## src/periph_pkg.sv

```systemverilog
// Shared definitions for the low-speed APB peripheral subsystem.
// Holds bus widths, the slot map, register offsets and the UART TX state encoding.
// Every RTL file and the testbench import from here.

package periph_pkg;

// ============================================================
//  Bus widths
// ============================================================

localparam int W_PADDR = 16;
localparam int W_DATA  = 32;

// Peripheral slot, taken from paddr[15:12]
typedef enum logic [3:0] {
	slot_gpio = 4'h0,
	slot_uart = 4'h1,
	slot_pwm  = 4'h2
} periph_slot_t;

// ============================================================
//  Register offsets within a slot
// ============================================================

localparam logic [W_PADDR-1:0] GPIO_OUT_OFFS    = 16'h0000;
localparam logic [W_PADDR-1:0] GPIO_OE_OFFS     = 16'h0004;
localparam logic [W_PADDR-1:0] GPIO_IN_OFFS     = 16'h0008; // Read only

localparam logic [W_PADDR-1:0] UART_TXDATA_OFFS = 16'h0000; // Write pushes low byte
localparam logic [W_PADDR-1:0] UART_CSR_OFFS    = 16'h0004;
localparam logic [W_PADDR-1:0] UART_DIV_OFFS    = 16'h0008;

localparam logic [W_PADDR-1:0] PWM_CSR_OFFS     = 16'h0000;
localparam logic [W_PADDR-1:0] PWM_DIV_OFFS     = 16'h0004;
localparam logic [W_PADDR-1:0] PWM_LEVEL_OFFS   = 16'h0008;

// UART transmitter FSM
typedef enum logic [1:0] {
	st_idle,
	st_start,
	st_data,
	st_stop
} uart_state_t;

endpackage

```

## src/apb_splitter.sv

```systemverilog
// APB address splitter for the peripheral subsystem.
// Decodes paddr[15:12] into a slot, steers psel to one peripheral
// and muxes its response back. Unmapped slots get an error response.

`timescale 1ns/100ps

module apb_splitter (
	// From the APB master
	input  logic                            psel,
	input  logic                            penable,
	input  logic [periph_pkg::W_PADDR-1:0]  paddr,
	output logic [periph_pkg::W_DATA-1:0]   prdata,
	output logic                            pready,
	output logic                            pslverr,

	// Peripheral selects
	output logic                            gpio_psel,
	output logic                            uart_psel,
	output logic                            pwm_psel,

	// Peripheral responses
	input  logic [periph_pkg::W_DATA-1:0]   gpio_prdata,
	input  logic [periph_pkg::W_DATA-1:0]   uart_prdata,
	input  logic [periph_pkg::W_DATA-1:0]   pwm_prdata,
	input  logic                            uart_pready
);

import periph_pkg::*;

periph_slot_t slot;
logic         slot_hit;

assign slot = periph_slot_t'(paddr[15:12]);

always_comb begin
	gpio_psel = 1'b0;
	uart_psel = 1'b0;
	pwm_psel  = 1'b0;
	prdata    = '0;
	pready    = 1'b1; // GPIO and PWM never stall
	slot_hit  = 1'b1;
	case (slot)
		slot_gpio: begin
			gpio_psel = psel;
			prdata    = gpio_prdata;
		end
		slot_uart: begin
			uart_psel = psel;
			prdata    = uart_prdata;
			pready    = uart_pready; // Back-pressure on a full TX FIFO
		end
		slot_pwm: begin
			pwm_psel  = psel;
			prdata    = pwm_prdata;
		end
		default: begin
			slot_hit  = 1'b0;
		end
	endcase
end

// Error only on the access cycle of an unmapped transfer
assign pslverr = psel && penable && !slot_hit;

endmodule

```

## src/gpio.sv

```systemverilog
// GPIO block on APB.
// OUT and OE registers drive the pads directly; IN reads padin
// through a two-flop synchronizer. Registers read back zero-extended.

`timescale 1ns/100ps

module gpio #(
	parameter int N_PADS = 11
) (
	input  logic                            clk,
	input  logic                            reset,

	input  logic                            psel,
	input  logic                            penable,
	input  logic                            pwrite,
	input  logic [periph_pkg::W_PADDR-1:0]  paddr,
	input  logic [periph_pkg::W_DATA-1:0]   pwdata,
	output logic [periph_pkg::W_DATA-1:0]   prdata,

	output logic [N_PADS-1:0]               padout,
	output logic [N_PADS-1:0]               padoe,
	input  logic [N_PADS-1:0]               padin
);

import periph_pkg::*;

logic [W_PADDR-1:0] reg_offs;
logic               bus_wr;
logic [N_PADS-1:0]  in_meta;
logic [N_PADS-1:0]  in_sync;

assign reg_offs = {4'h0, paddr[11:0]}; // Strip the slot bits
assign bus_wr   = psel && penable && pwrite;

always_ff @(posedge clk) begin
	if (reset) begin
		padout <= '0;
		padoe  <= '0;
	end else if (bus_wr) begin
		if (reg_offs == GPIO_OUT_OFFS)
			padout <= pwdata[N_PADS-1:0];
		if (reg_offs == GPIO_OE_OFFS)
			padoe  <= pwdata[N_PADS-1:0];
	end
end

// Pads are asynchronous to clk
always_ff @(posedge clk) begin
	in_meta <= padin;
	in_sync <= in_meta;
end

always_comb begin
	case (reg_offs)
		GPIO_OUT_OFFS: prdata = W_DATA'(padout);
		GPIO_OE_OFFS:  prdata = W_DATA'(padoe);
		GPIO_IN_OFFS:  prdata = W_DATA'(in_sync);
		default:       prdata = '0;
	endcase
end

endmodule

```

## src/uart_tx_mini.sv

```systemverilog
// Transmit-only UART on APB.
// TXDATA pushes bytes into a small FIFO; the FSM sends 8N1 frames with
// DIV+1 cycles per bit. A write to a full FIFO stalls the bus via pready.

`timescale 1ns/100ps

module uart_tx_mini #(
	parameter int UART_FIFO_DEPTH = 4
) (
	input  logic                            clk,
	input  logic                            reset,

	input  logic                            psel,
	input  logic                            penable,
	input  logic                            pwrite,
	input  logic [periph_pkg::W_PADDR-1:0]  paddr,
	input  logic [periph_pkg::W_DATA-1:0]   pwdata,
	output logic [periph_pkg::W_DATA-1:0]   prdata,
	output logic                            pready,

	output logic                            uart_tx,
	output logic                            irq
);

import periph_pkg::*;

localparam int W_PTR = $clog2(UART_FIFO_DEPTH);

logic [W_PADDR-1:0] reg_offs;
logic               bus_wr;
logic               txdata_wr;

logic [7:0]         fifo_mem [UART_FIFO_DEPTH];
logic [W_PTR:0]     wptr; // Extra bit tells full from empty
logic [W_PTR:0]     rptr;
logic               fifo_empty;
logic               fifo_full;
logic               fifo_push;
logic               fifo_pop;

logic [7:0]         div;
logic               irq_en;
logic               busy;

uart_state_t        state;
logic [7:0]         bit_timer;
logic               bit_end;
logic [2:0]         bit_cnt;
logic [7:0]         shifter;

assign reg_offs  = {4'h0, paddr[11:0]};
assign bus_wr    = psel && penable && pwrite;
assign txdata_wr = bus_wr && (reg_offs == UART_TXDATA_OFFS);

assign fifo_empty = wptr == rptr;
assign fifo_full  = (wptr[W_PTR] != rptr[W_PTR]) &&
	(wptr[W_PTR-1:0] == rptr[W_PTR-1:0]);
assign fifo_push  = txdata_wr && !fifo_full;
assign pready     = !(txdata_wr && fifo_full);

assign bit_end  = bit_timer == 8'h00;
// Pop from idle, or straight after a stop bit for back-to-back frames
assign fifo_pop = !fifo_empty && (state == st_idle || (state == st_stop && bit_end));

assign busy = (state != st_idle) || !fifo_empty;
assign irq  = irq_en && fifo_empty && (state == st_idle);

// ============================================================
//  Register block and FIFO
// ============================================================

always_ff @(posedge clk) begin
	if (reset) begin
		div    <= 8'd15;
		irq_en <= 1'b0;
	end else if (bus_wr) begin
		if (reg_offs == UART_CSR_OFFS)
			irq_en <= pwdata[8];
		if (reg_offs == UART_DIV_OFFS)
			div    <= pwdata[7:0];
	end
end

always_ff @(posedge clk) begin
	if (fifo_push)
		fifo_mem[wptr[W_PTR-1:0]] <= pwdata[7:0];
end

always_ff @(posedge clk) begin
	if (reset) begin
		wptr <= '0;
		rptr <= '0;
	end else begin
		if (fifo_push)
			wptr <= wptr + 1'b1;
		if (fifo_pop)
			rptr <= rptr + 1'b1;
	end
end

always_comb begin
	case (reg_offs)
		UART_CSR_OFFS: prdata = W_DATA'({irq_en, 6'h00, fifo_full, busy});
		UART_DIV_OFFS: prdata = W_DATA'(div);
		default:       prdata = '0; // TXDATA is write only
	endcase
end

// ============================================================
//  Transmit FSM
// ============================================================

always_ff @(posedge clk) begin
	if (fifo_pop)
		shifter <= fifo_mem[rptr[W_PTR-1:0]];
	else if (state == st_data && bit_end)
		shifter <= shifter >> 1; // LSB first
end

always_ff @(posedge clk) begin
	if (reset) begin
		state     <= st_idle;
		bit_timer <= 8'h00;
		bit_cnt   <= 3'h0;
		uart_tx   <= 1'b1;
	end else begin
		if (state != st_idle && !bit_end)
			bit_timer <= bit_timer - 1'b1;
		case (state)
			st_idle: begin
				if (fifo_pop) begin
					state     <= st_start;
					bit_timer <= div;
					uart_tx   <= 1'b0;
				end
			end
			st_start: begin
				if (bit_end) begin
					state     <= st_data;
					bit_timer <= div;
					bit_cnt   <= 3'h0;
					uart_tx   <= shifter[0];
				end
			end
			st_data: begin
				if (bit_end) begin
					bit_timer <= div;
					bit_cnt   <= bit_cnt + 1'b1;
					if (bit_cnt == 3'h7) begin
						state   <= st_stop;
						uart_tx <= 1'b1;
					end else begin
						uart_tx <= shifter[1]; // Next bit after the shift
					end
				end
			end
			default: begin // Stop bit
				if (bit_end) begin
					if (fifo_pop) begin
						state     <= st_start;
						bit_timer <= div;
						uart_tx   <= 1'b0;
					end else begin
						state     <= st_idle;
					end
				end
			end
		endcase
	end
end

endmodule

```

## src/pwm_tiny.sv

```systemverilog
// Backlight PWM on APB.
// A prescaler strobes an 8-bit counter; output is high while the
// counter is below LEVEL, optionally inverted, and registered.

`timescale 1ns/100ps

module pwm_tiny (
	input  logic                            clk,
	input  logic                            reset,

	input  logic                            psel,
	input  logic                            penable,
	input  logic                            pwrite,
	input  logic [periph_pkg::W_PADDR-1:0]  paddr,
	input  logic [periph_pkg::W_DATA-1:0]   pwdata,
	output logic [periph_pkg::W_DATA-1:0]   prdata,

	output logic                            lcd_pwm
);

import periph_pkg::*;

logic [W_PADDR-1:0] reg_offs;
logic               bus_wr;
logic               pwm_en;
logic               pwm_inv;
logic [7:0]         div;
logic [7:0]         level;
logic [7:0]         presc;
logic [7:0]         ctr;
logic               ctr_strobe;

assign reg_offs   = {4'h0, paddr[11:0]};
assign bus_wr     = psel && penable && pwrite;
assign ctr_strobe = presc >= div; // Also recovers if DIV shrinks mid-count

always_ff @(posedge clk) begin
	if (reset) begin
		pwm_en  <= 1'b0;
		pwm_inv <= 1'b0;
		div     <= 8'h00;
		level   <= 8'h00;
	end else if (bus_wr) begin
		case (reg_offs)
			PWM_CSR_OFFS: begin
				pwm_en  <= pwdata[0];
				pwm_inv <= pwdata[1];
			end
			PWM_DIV_OFFS:   div   <= pwdata[7:0];
			PWM_LEVEL_OFFS: level <= pwdata[7:0];
			default: ;
		endcase
	end
end

// Period is 256 * (DIV + 1) cycles
always_ff @(posedge clk) begin
	if (reset) begin
		presc <= 8'h00;
		ctr   <= 8'h00;
	end else if (!pwm_en) begin
		presc <= 8'h00;
		ctr   <= 8'h00;
	end else if (ctr_strobe) begin
		presc <= 8'h00;
		ctr   <= ctr + 1'b1; // Wraps after 255
	end else begin
		presc <= presc + 1'b1;
	end
end

always_ff @(posedge clk) begin
	if (reset)
		lcd_pwm <= 1'b0;
	else
		lcd_pwm <= pwm_en ? ((ctr < level) ^ pwm_inv) : pwm_inv;
end

always_comb begin
	case (reg_offs)
		PWM_CSR_OFFS:   prdata = W_DATA'({pwm_inv, pwm_en});
		PWM_DIV_OFFS:   prdata = W_DATA'(div);
		PWM_LEVEL_OFFS: prdata = W_DATA'(level);
		default:        prdata = '0;
	endcase
end

endmodule

```

## src/periph_top.sv

```systemverilog
// Top level of the APB peripheral subsystem.
// Presents one APB slave port and wires the splitter to GPIO, UART TX and PWM.
// Pad, UART and backlight pins leave from here.

`timescale 1ns/100ps

module periph_top #(
	parameter int N_PADS          = 11,
	parameter int UART_FIFO_DEPTH = 4
) (
	input  logic                            clk_sys,
	input  logic                            reset,

	// APB slave port
	input  logic                            psel,
	input  logic                            penable,
	input  logic                            pwrite,
	input  logic [periph_pkg::W_PADDR-1:0]  paddr,
	input  logic [periph_pkg::W_DATA-1:0]   pwdata,
	output logic [periph_pkg::W_DATA-1:0]   prdata,
	output logic                            pready,
	output logic                            pslverr,

	// Pins
	output logic [N_PADS-1:0]               padout,
	output logic [N_PADS-1:0]               padoe,
	input  logic [N_PADS-1:0]               padin,
	output logic                            uart_tx,
	output logic                            irq, // UART is the only source
	output logic                            lcd_pwm
);

import periph_pkg::*;

// ============================================================
//  Splitter to peripheral wiring
// ============================================================

logic              gpio_psel;
logic              uart_psel;
logic              pwm_psel;
logic [W_DATA-1:0] gpio_prdata;
logic [W_DATA-1:0] uart_prdata;
logic [W_DATA-1:0] pwm_prdata;
logic              uart_pready;

apb_splitter inst_apb_splitter (
	.psel        (psel),
	.penable     (penable),
	.paddr       (paddr),
	.prdata      (prdata),
	.pready      (pready),
	.pslverr     (pslverr),
	.gpio_psel   (gpio_psel),
	.uart_psel   (uart_psel),
	.pwm_psel    (pwm_psel),
	.gpio_prdata (gpio_prdata),
	.uart_prdata (uart_prdata),
	.pwm_prdata  (pwm_prdata),
	.uart_pready (uart_pready)
);

gpio #(
	.N_PADS (N_PADS)
) inst_gpio (
	.clk     (clk_sys),
	.reset   (reset),
	.psel    (gpio_psel),
	.penable (penable),
	.pwrite  (pwrite),
	.paddr   (paddr),
	.pwdata  (pwdata),
	.prdata  (gpio_prdata),
	.padout  (padout),
	.padoe   (padoe),
	.padin   (padin)
);

uart_tx_mini #(
	.UART_FIFO_DEPTH (UART_FIFO_DEPTH)
) inst_uart_tx_mini (
	.clk     (clk_sys),
	.reset   (reset),
	.psel    (uart_psel),
	.penable (penable),
	.pwrite  (pwrite),
	.paddr   (paddr),
	.pwdata  (pwdata),
	.prdata  (uart_prdata),
	.pready  (uart_pready),
	.uart_tx (uart_tx),
	.irq     (irq)
);

pwm_tiny inst_pwm_tiny (
	.clk     (clk_sys),
	.reset   (reset),
	.psel    (pwm_psel),
	.penable (penable),
	.pwrite  (pwrite),
	.paddr   (paddr),
	.pwdata  (pwdata),
	.prdata  (pwm_prdata),
	.lcd_pwm (lcd_pwm)
);

endmodule

```

## config.mk

```make
export PLATFORM = sky130hd
export DESIGN_NAME = periph_top
export DESIGN_NICKNAME = d
export VERILOG_FILES = /design/src/periph_pkg.sv /design/src/apb_splitter.sv /design/src/gpio.sv /design/src/uart_tx_mini.sv /design/src/pwm_tiny.sv /design/src/periph_top.sv
export SDC_FILE = /design/constraint.sdc
export NUM_CORES = 1
export LEC_CHECK = 0
export BUFFER_PORTS_ARGS = -buffer_cell sky130_fd_sc_hd__clkbuf_2
export CORE_MARGIN = 2
export CORE_UTILIZATION = 30
export CTS_CLUSTER_SIZE = 20
export DETAILED_ROUTE_END_ITERATION = 16
export GPL_ROUTABILITY_DRIVEN = 1
export REMOVE_ABC_BUFFERS = 1
export SLEW_MARGIN = 20
export SYNTH_ARGS = -nofsm -noshare
export SYNTH_HDL_FRONTEND = slang
export SYNTH_SLANG_ARGS = --single-unit
```

## constraint.sdc

```tcl
create_clock -name clk_sys -period 4.76 [get_ports clk_sys]
set_clock_uncertainty 0.1 [all_clocks]
set_input_delay 0.476 -clock clk_sys [delete_from_list [all_inputs] [get_ports clk_sys]]
set_output_delay 0.476 -clock clk_sys [all_outputs]
set_load 0.01 [all_outputs]
```

Word-level counts from Yosys, hierarchy flattened
Memories as Yosys holds them, arrays and structs flattened. A register that Yosys moved wholly into a read port is not among the register bits.
Index checks and enable logic that the tools add are counted.
{ "totals": {"n_memories": 1, "ram_bits": 32, "regBits": 116, "out_inout_bits": 59, "in_bits": 64, "wordCells": 130} }
{ "classes": {"bitwise": 2, "magnitude_cmp": 2, "reduce_logical": 47, "muxes": 37, "n_addsub": 6, "eq_ne": 15} }
{ "memory_table": {"columns": ["name", "words", "width", "rd", "rd_clocked_by_memory_dff", "write_ports", "line", "source"], "rows": [
  ["inst_uart_tx_mini.fifo_mem", 4, 8, 1, 1, 1, "uart_tx_mini.sv:33", "logic [7:0] fifo_mem [UART_FIFO_DEPTH];"]
]} }
{ "ops": {"columns": ["cell", "count"], "rows": [
  ["$pmux 32 s3", 1],
  ["$mux 8", 6],
  ["$pmux 11 s3", 1],
  ["$pmux 8 s3", 1],
  ["$logic_and 1x1->1", 18],
  ["$pmux 9 s2", 1],
  ["$add 8x1->8 const B", 2],
  ["$logic_not 16->1", 1],
  ["$pmux 8 s2", 1],
  ["$mux 1", 14],
  ["$mux 2", 7],
  ["$reduce_and 2->1", 7],
  ["$eq 12x3->1 const B", 1],
  ["$eq 12x4->1 const B", 1],
  ["$add 3x1->3 const B", 3],
  ["$ge 8x8->1", 1],
  ["$logic_not 8->1", 1],
  ["$lt 8x8->1", 1],
  ["$reduce_bool 2->1", 4],
  ["$sub 8x1->8 const B", 1],
  ["$mux 3", 2],
  ["$ne 2x1->1 const B", 3],
  ["$pmux 2 s3", 1],
  ["$pmux 3 s2", 1],
  ["20 further kinds", 29]
]} }

Depth between registers and ports, before layout
{ "depth": {"ltp_word": 8, "ltp_mapped": 9, "depth_no_buf": 7} }

By module
From an unflattened synthesis, not the netlist that was laid out.
{ "unflattened": {"hier_cells": 861, "area_unflattened_um2": 8598.2} }
{ "modules_own_cells": {"columns": ["module", "instances", "seq_area_each_um2", "cells_per_inst", "area_each_um2"], "rows": [
  ["uart_tx_mini", 1, 1821.7, 343, 3813.7],
  ["pwm_tiny", 1, 700.7, 249, 2110.8],
  ["gpio", 1, 880.8, 184, 1918.1],
  ["apb_splitter", 1, 0.0, 85, 755.7]
]} }

Worst setup path before layout
No wires, ideal clock.
{ "synth_timing": {"path_kind": "input-to-output", "startpoint": "input paddr[9] (netlist name)", "endpoint": "output prdata[3] (netlist name)", "required_time_ps": 4184, "setup_slack_ps": 2320, "path_buffers": 0, "cell_stages": 5, "t_arrival_ps": 1864, "cell_sequence": "nor4_4 > nand3_1 > nor3_1 > a22oi_1 > o21ai_0"} }
{ "synth_via": {"elab_chain_len": 3, "elab_cells_between_ends": 7, "cone_classes": "eq/ne (2); mux (4); reduce/logical (1)"} }
{ "synth_rtl": {"columns": ["element", "line", "source"], "rows": [
  ["start: declaration", "periph_top.sv:18", "input logic [periph_pkg::W_PADDR-1:0] paddr,"],
  ["$eq 12x4->1 (tied with other cells)", "gpio.sv:54, uart_tx_mini.sv:102, pwm_tiny.sv:80", null],
  ["$pmux 8 s3 (tied with other cells)", "pwm_tiny.sv:80", "case (reg_offs)"],
  ["$pmux 32 s3 (*)", "apb_splitter.sv:42", "case (slot)"],
  ["end: declaration", "periph_top.sv:20", "output logic [periph_pkg::W_DATA-1:0] prdata,"]
]} }
Mark *: on every way between the ends. The rest lies on a longest branch, timed or not.

Worst setup path after layout
{ "layout_timing": {"startpoint": "register inst_uart_tx_mini.wptr[0]", "endpoint": "output prdata[0] (netlist name)"} }
{ "layout_via": {"elab_chain_len": 5} }
{ "layout_rtl": {"columns": ["element", "line", "source"], "rows": [
  ["start: declaration", "uart_tx_mini.sv:34", "logic [W_PTR:0] wptr;"],
  ["start signal: assignment", "uart_tx_mini.sv:95", "wptr <= wptr + 1'b1;"],
  ["$eq 3x3->1", "uart_tx_mini.sv:55", "assign fifo_empty = wptr == rptr;"],
  ["$logic_not 1->1", "uart_tx_mini.sv:65", "assign busy = (state != st_idle) || !fifo_empty;"],
  ["$logic_or 1x1->1", "uart_tx_mini.sv:65", null],
  ["$pmux 9 s2", "uart_tx_mini.sv:102", "case (reg_offs)"],
  ["$pmux 32 s3", "apb_splitter.sv:42", null]
]} }
Every way passes these cells.

==> results.yml <==
status:
  outcome: "finished, final reports clean"
yosys:
  synth_seq_area_share_pct: 45.1
  synth_top_area_share_pct: 29.2
  synth-main-ff-cell: "dfxtp_1"
  synthArstFlopShare_pct: 0
  synth.most_common_cell: "dfxtp_1"
  synthTopCellsByCount: "dfxtp_1, o21ai_0, nand2_1, a21oi_1, edfxtp_1"
  ys_warn_count: 0
  netlist_instances: 771
  synth-seq-cells: 150
  avgSynthCellArea_um2: 9.79
  synth_edf_count: 40
  synth_top_area_cell: "dfxtp_1"
  synth_area_leaders: "dfxtp_1, edfxtp_1, ha_1"
  synth_area_mm2: 0.00755
  synthDistinctLibCells: 72
cts:
  ctsResizeCount: 0
  cts_root_buffer: "clkbuf_16"
  cts_inserted_buffers: 17
  cts_tree: "yes"
  path_clk_slew_ns: 0.06
  clock_path_buffers: 2
  clock_latency_ns: 0.43
  cts.sinks: 150
  ctsHoldBuffers: 0
  cts_setup_buffers: 0
  htreeDepth: 4
worst_setup_path:
  worstPathArrival_ns: 2.55
  end_kind: "primary output"
  critPathKind: "register to primary output"
  crit_path_max_fanout: 16
  cp_data_required_time_ns: 4.18
  start_kind: "register"
cells_and_area:
  area_delta_synth_final_pct: 15.5
  diodes: 0
  final_area_mm2: 0.00872
  seq_area_mm2: 0.00340
  stdcell_count: 1171
  multi_input_area_mm2: 0.00375
  fillerInstances: 2563
  nets: 922
  drive_gt1_share_pct: 18.7
timing:
  setup_tns_ns: 0
  worstMarginPinSlew_ns: 1.14
  max_freq_ghz: 0.320
  final_hold_viol_count: 0
  final_max_slew_viol_count: 0
  fin_crit_ns: 3.12
  period_share_pct: 65.6
  final-setup-viol-count: 0
  relSlewSlack_pct: 23.7
  rsz0062_at_grt: "no"
drt:
  drt_wl_total_um: 19800
  drt_first_iter_violations: 489
  drc_errors: 0
  first_pass_iters: 7
  antenna_left: 0
  vias: 5990
  wl_per_cell_um: 16.9
  viasPerCell: 5.12
placed_design:
  place_area_mm2: 0.00809
  dp_hpwl_um: 14200
  port_buffers: 80
  dp_cells: 1139
  gp_congestion: 0.801
floorplan:
  die_area_mm2: 0.0264
  die_x_um: 163
  ios: 123
  start_util_pct: 30.2
  core-area_mm2: 0.0250
  core.rowCount: 58
  fp.dieH_um: 163
global_routing:
  grt_max_degree: 50
  grt_pass1_wl_um: 31600
  grt_overflow_total: 0
  grt_util_all_layers_pct: 15.4
  antenna_found_initial: 0
  grt_pass1_vias: 5756
power:
  leakagePower_uw: 0.00310
  p_per_area_mw_per_mm2: 460
  peakVddDrop_uv: 256
flow_run:
  cap_viol_max_count: 0
worst_hold_path:
  hold_path_class: "input pin to register"
path summary, 6_finish.rpt:
kind	endpoint	startpoint	cells after the start	slack [ns]
min	inst_gpio.in_meta[0]$_DFF_P_	padin[0]	1	0.05
max	prdata[0]	inst_uart_tx_mini.wptr[0]$_SDFFE_PP0N_	6	1.64
max reg2reg	inst_uart_tx_mini.shifter[3]$_DFFE_PP_	inst_uart_tx_mini.bit_timer[4]$_SDFF_PP0_	4	1.96
min reg2reg	inst_gpio.in_sync[7]$_DFF_P_	inst_gpio.in_meta[7]$_DFF_P_	0	0.22
placed cells by master (no fill, tap or decap), types with 4 or more instances in the layout:
master,Yosys,layout
xor2_1,5,5
mux4_2,8,8
nor2b_1,11,11
a211oi_1,8,8
nand2_1,70,70
mux2i_1,26,26
conb_1,1,21
and3_1,8,8
and2_1,8,8
edfxtp_1,40,40
nor4_4,4,4
a31oi_1,8,8
a211o_1,9,9
nand3b_1,4,4
a221oi_1,4,4
clkbuf_2,0,81
nor2_1,35,35
a22oi_1,11,11
mux2_2,11,11
nor3_1,18,18
ha_1,30,30
o21ai_0,73,73
clkbuf_16,0,18
xnor2_1,10,10
dfxtp_1,110,110
inv_1,25,25
nand4_1,8,8
nand2b_1,8,8
buf_4,27,4
nand3_1,19,19
a21oi_1,66,66
a21boi_0,4,4
registers in the layout, indices dropped and copies added (netlist names), named ones only:
register                     cells
inst_uart_tx_mini.wptr           3
inst_uart_tx_mini.uart_tx        1
inst_pwm_tiny.level              8
inst_uart_tx_mini.shifter        8
inst_uart_tx_mini.bit_timer      8
inst_pwm_tiny.div                8
inst_uart_tx_mini.div            8
inst_pwm_tiny.ctr                8
inst_uart_tx_mini.bit_cnt        3
inst_gpio.in_sync               11
inst_pwm_tiny.pwm_en             1
inst_pwm_tiny.presc              8
inst_pwm_tiny.pwm_inv            1
inst_gpio.in_meta               11
inst_uart_tx_mini.fifo_mem      32
inst_gpio.padoe                 11
inst_uart_tx_mini.irq_en         1
inst_gpio.padout                11
inst_uart_tx_mini.rptr           3
inst_pwm_tiny.lcd_pwm            1
inst_uart_tx_mini.state          2
power breakdown:
part           internal (uW)  switching, uW  leakage (uW)
Clock                    890            532      0.000306
Combinational            439            657       0.00154
Sequential              1400           86.9       0.00126
Total                   2730           1280       0.00310
final cells by class:
type / count / share of cell area [%]
Inverter: 25 / 1.08
Multi-Input combinational cell: 550 / 43.0
Clock buffer: 23 / 5.62
Clock inverter: 9 / 1.58
Sequential cell: 150 / 39.0
Tap cell: 330 / 4.73
Timing Repair Buffer: 84 / 4.94
stage by stage:
step	hold slack [ns]	setup WS (ns)	util, %	power [uW]
global route	0.0303	1.42	34.9	4210
floorplan	0.210	1.83	-	2300
detailed placement	0.212	1.49	32.4	2600
finish	0.0453	1.64	34.9	4010
CTS	0.0344	1.64	34.9	4030
global placement	0.210	1.54	32.4	2590
cells by family (layout without fill, tap and decap cells):
family                     after synthesis  in the layout  synth area share (%)
DFF                                    150            150                  45.1
muxes                                   45             45                  7.48
AOI/OAI and AO/OA                      211            211                  17.0
buffers and inverters                   91            141                  6.20
adders and majority gates               30             30                  4.97
xor gates and xnor gates                15             15                  1.74
other                                    1             21                0.0497
and+or+nand+nor                        228            228                  17.5
per-layer routing:
layer | vias to the layer above | global-route usage (%) | wire length, um
li1 | 2891 | - | -
met1 | 2926 | 20.1 | 9210
met2 | 156 | 25.3 | 9430
met3 | 17 | 3.79 | 930
met4 | 0 | 4.38 | 259
met5 | - | 0 | 0
critical path, stage by stage (launching register included):
cell and delay, ns:
dfxtp_1 0.37, xnor2_1 0.33, and3_1 0.69, a21oi_1 0.15
a21oi_1 0.23, o221ai_1 0.18, clkbuf_2 0.17
Power figures use the tool's default switching activity.
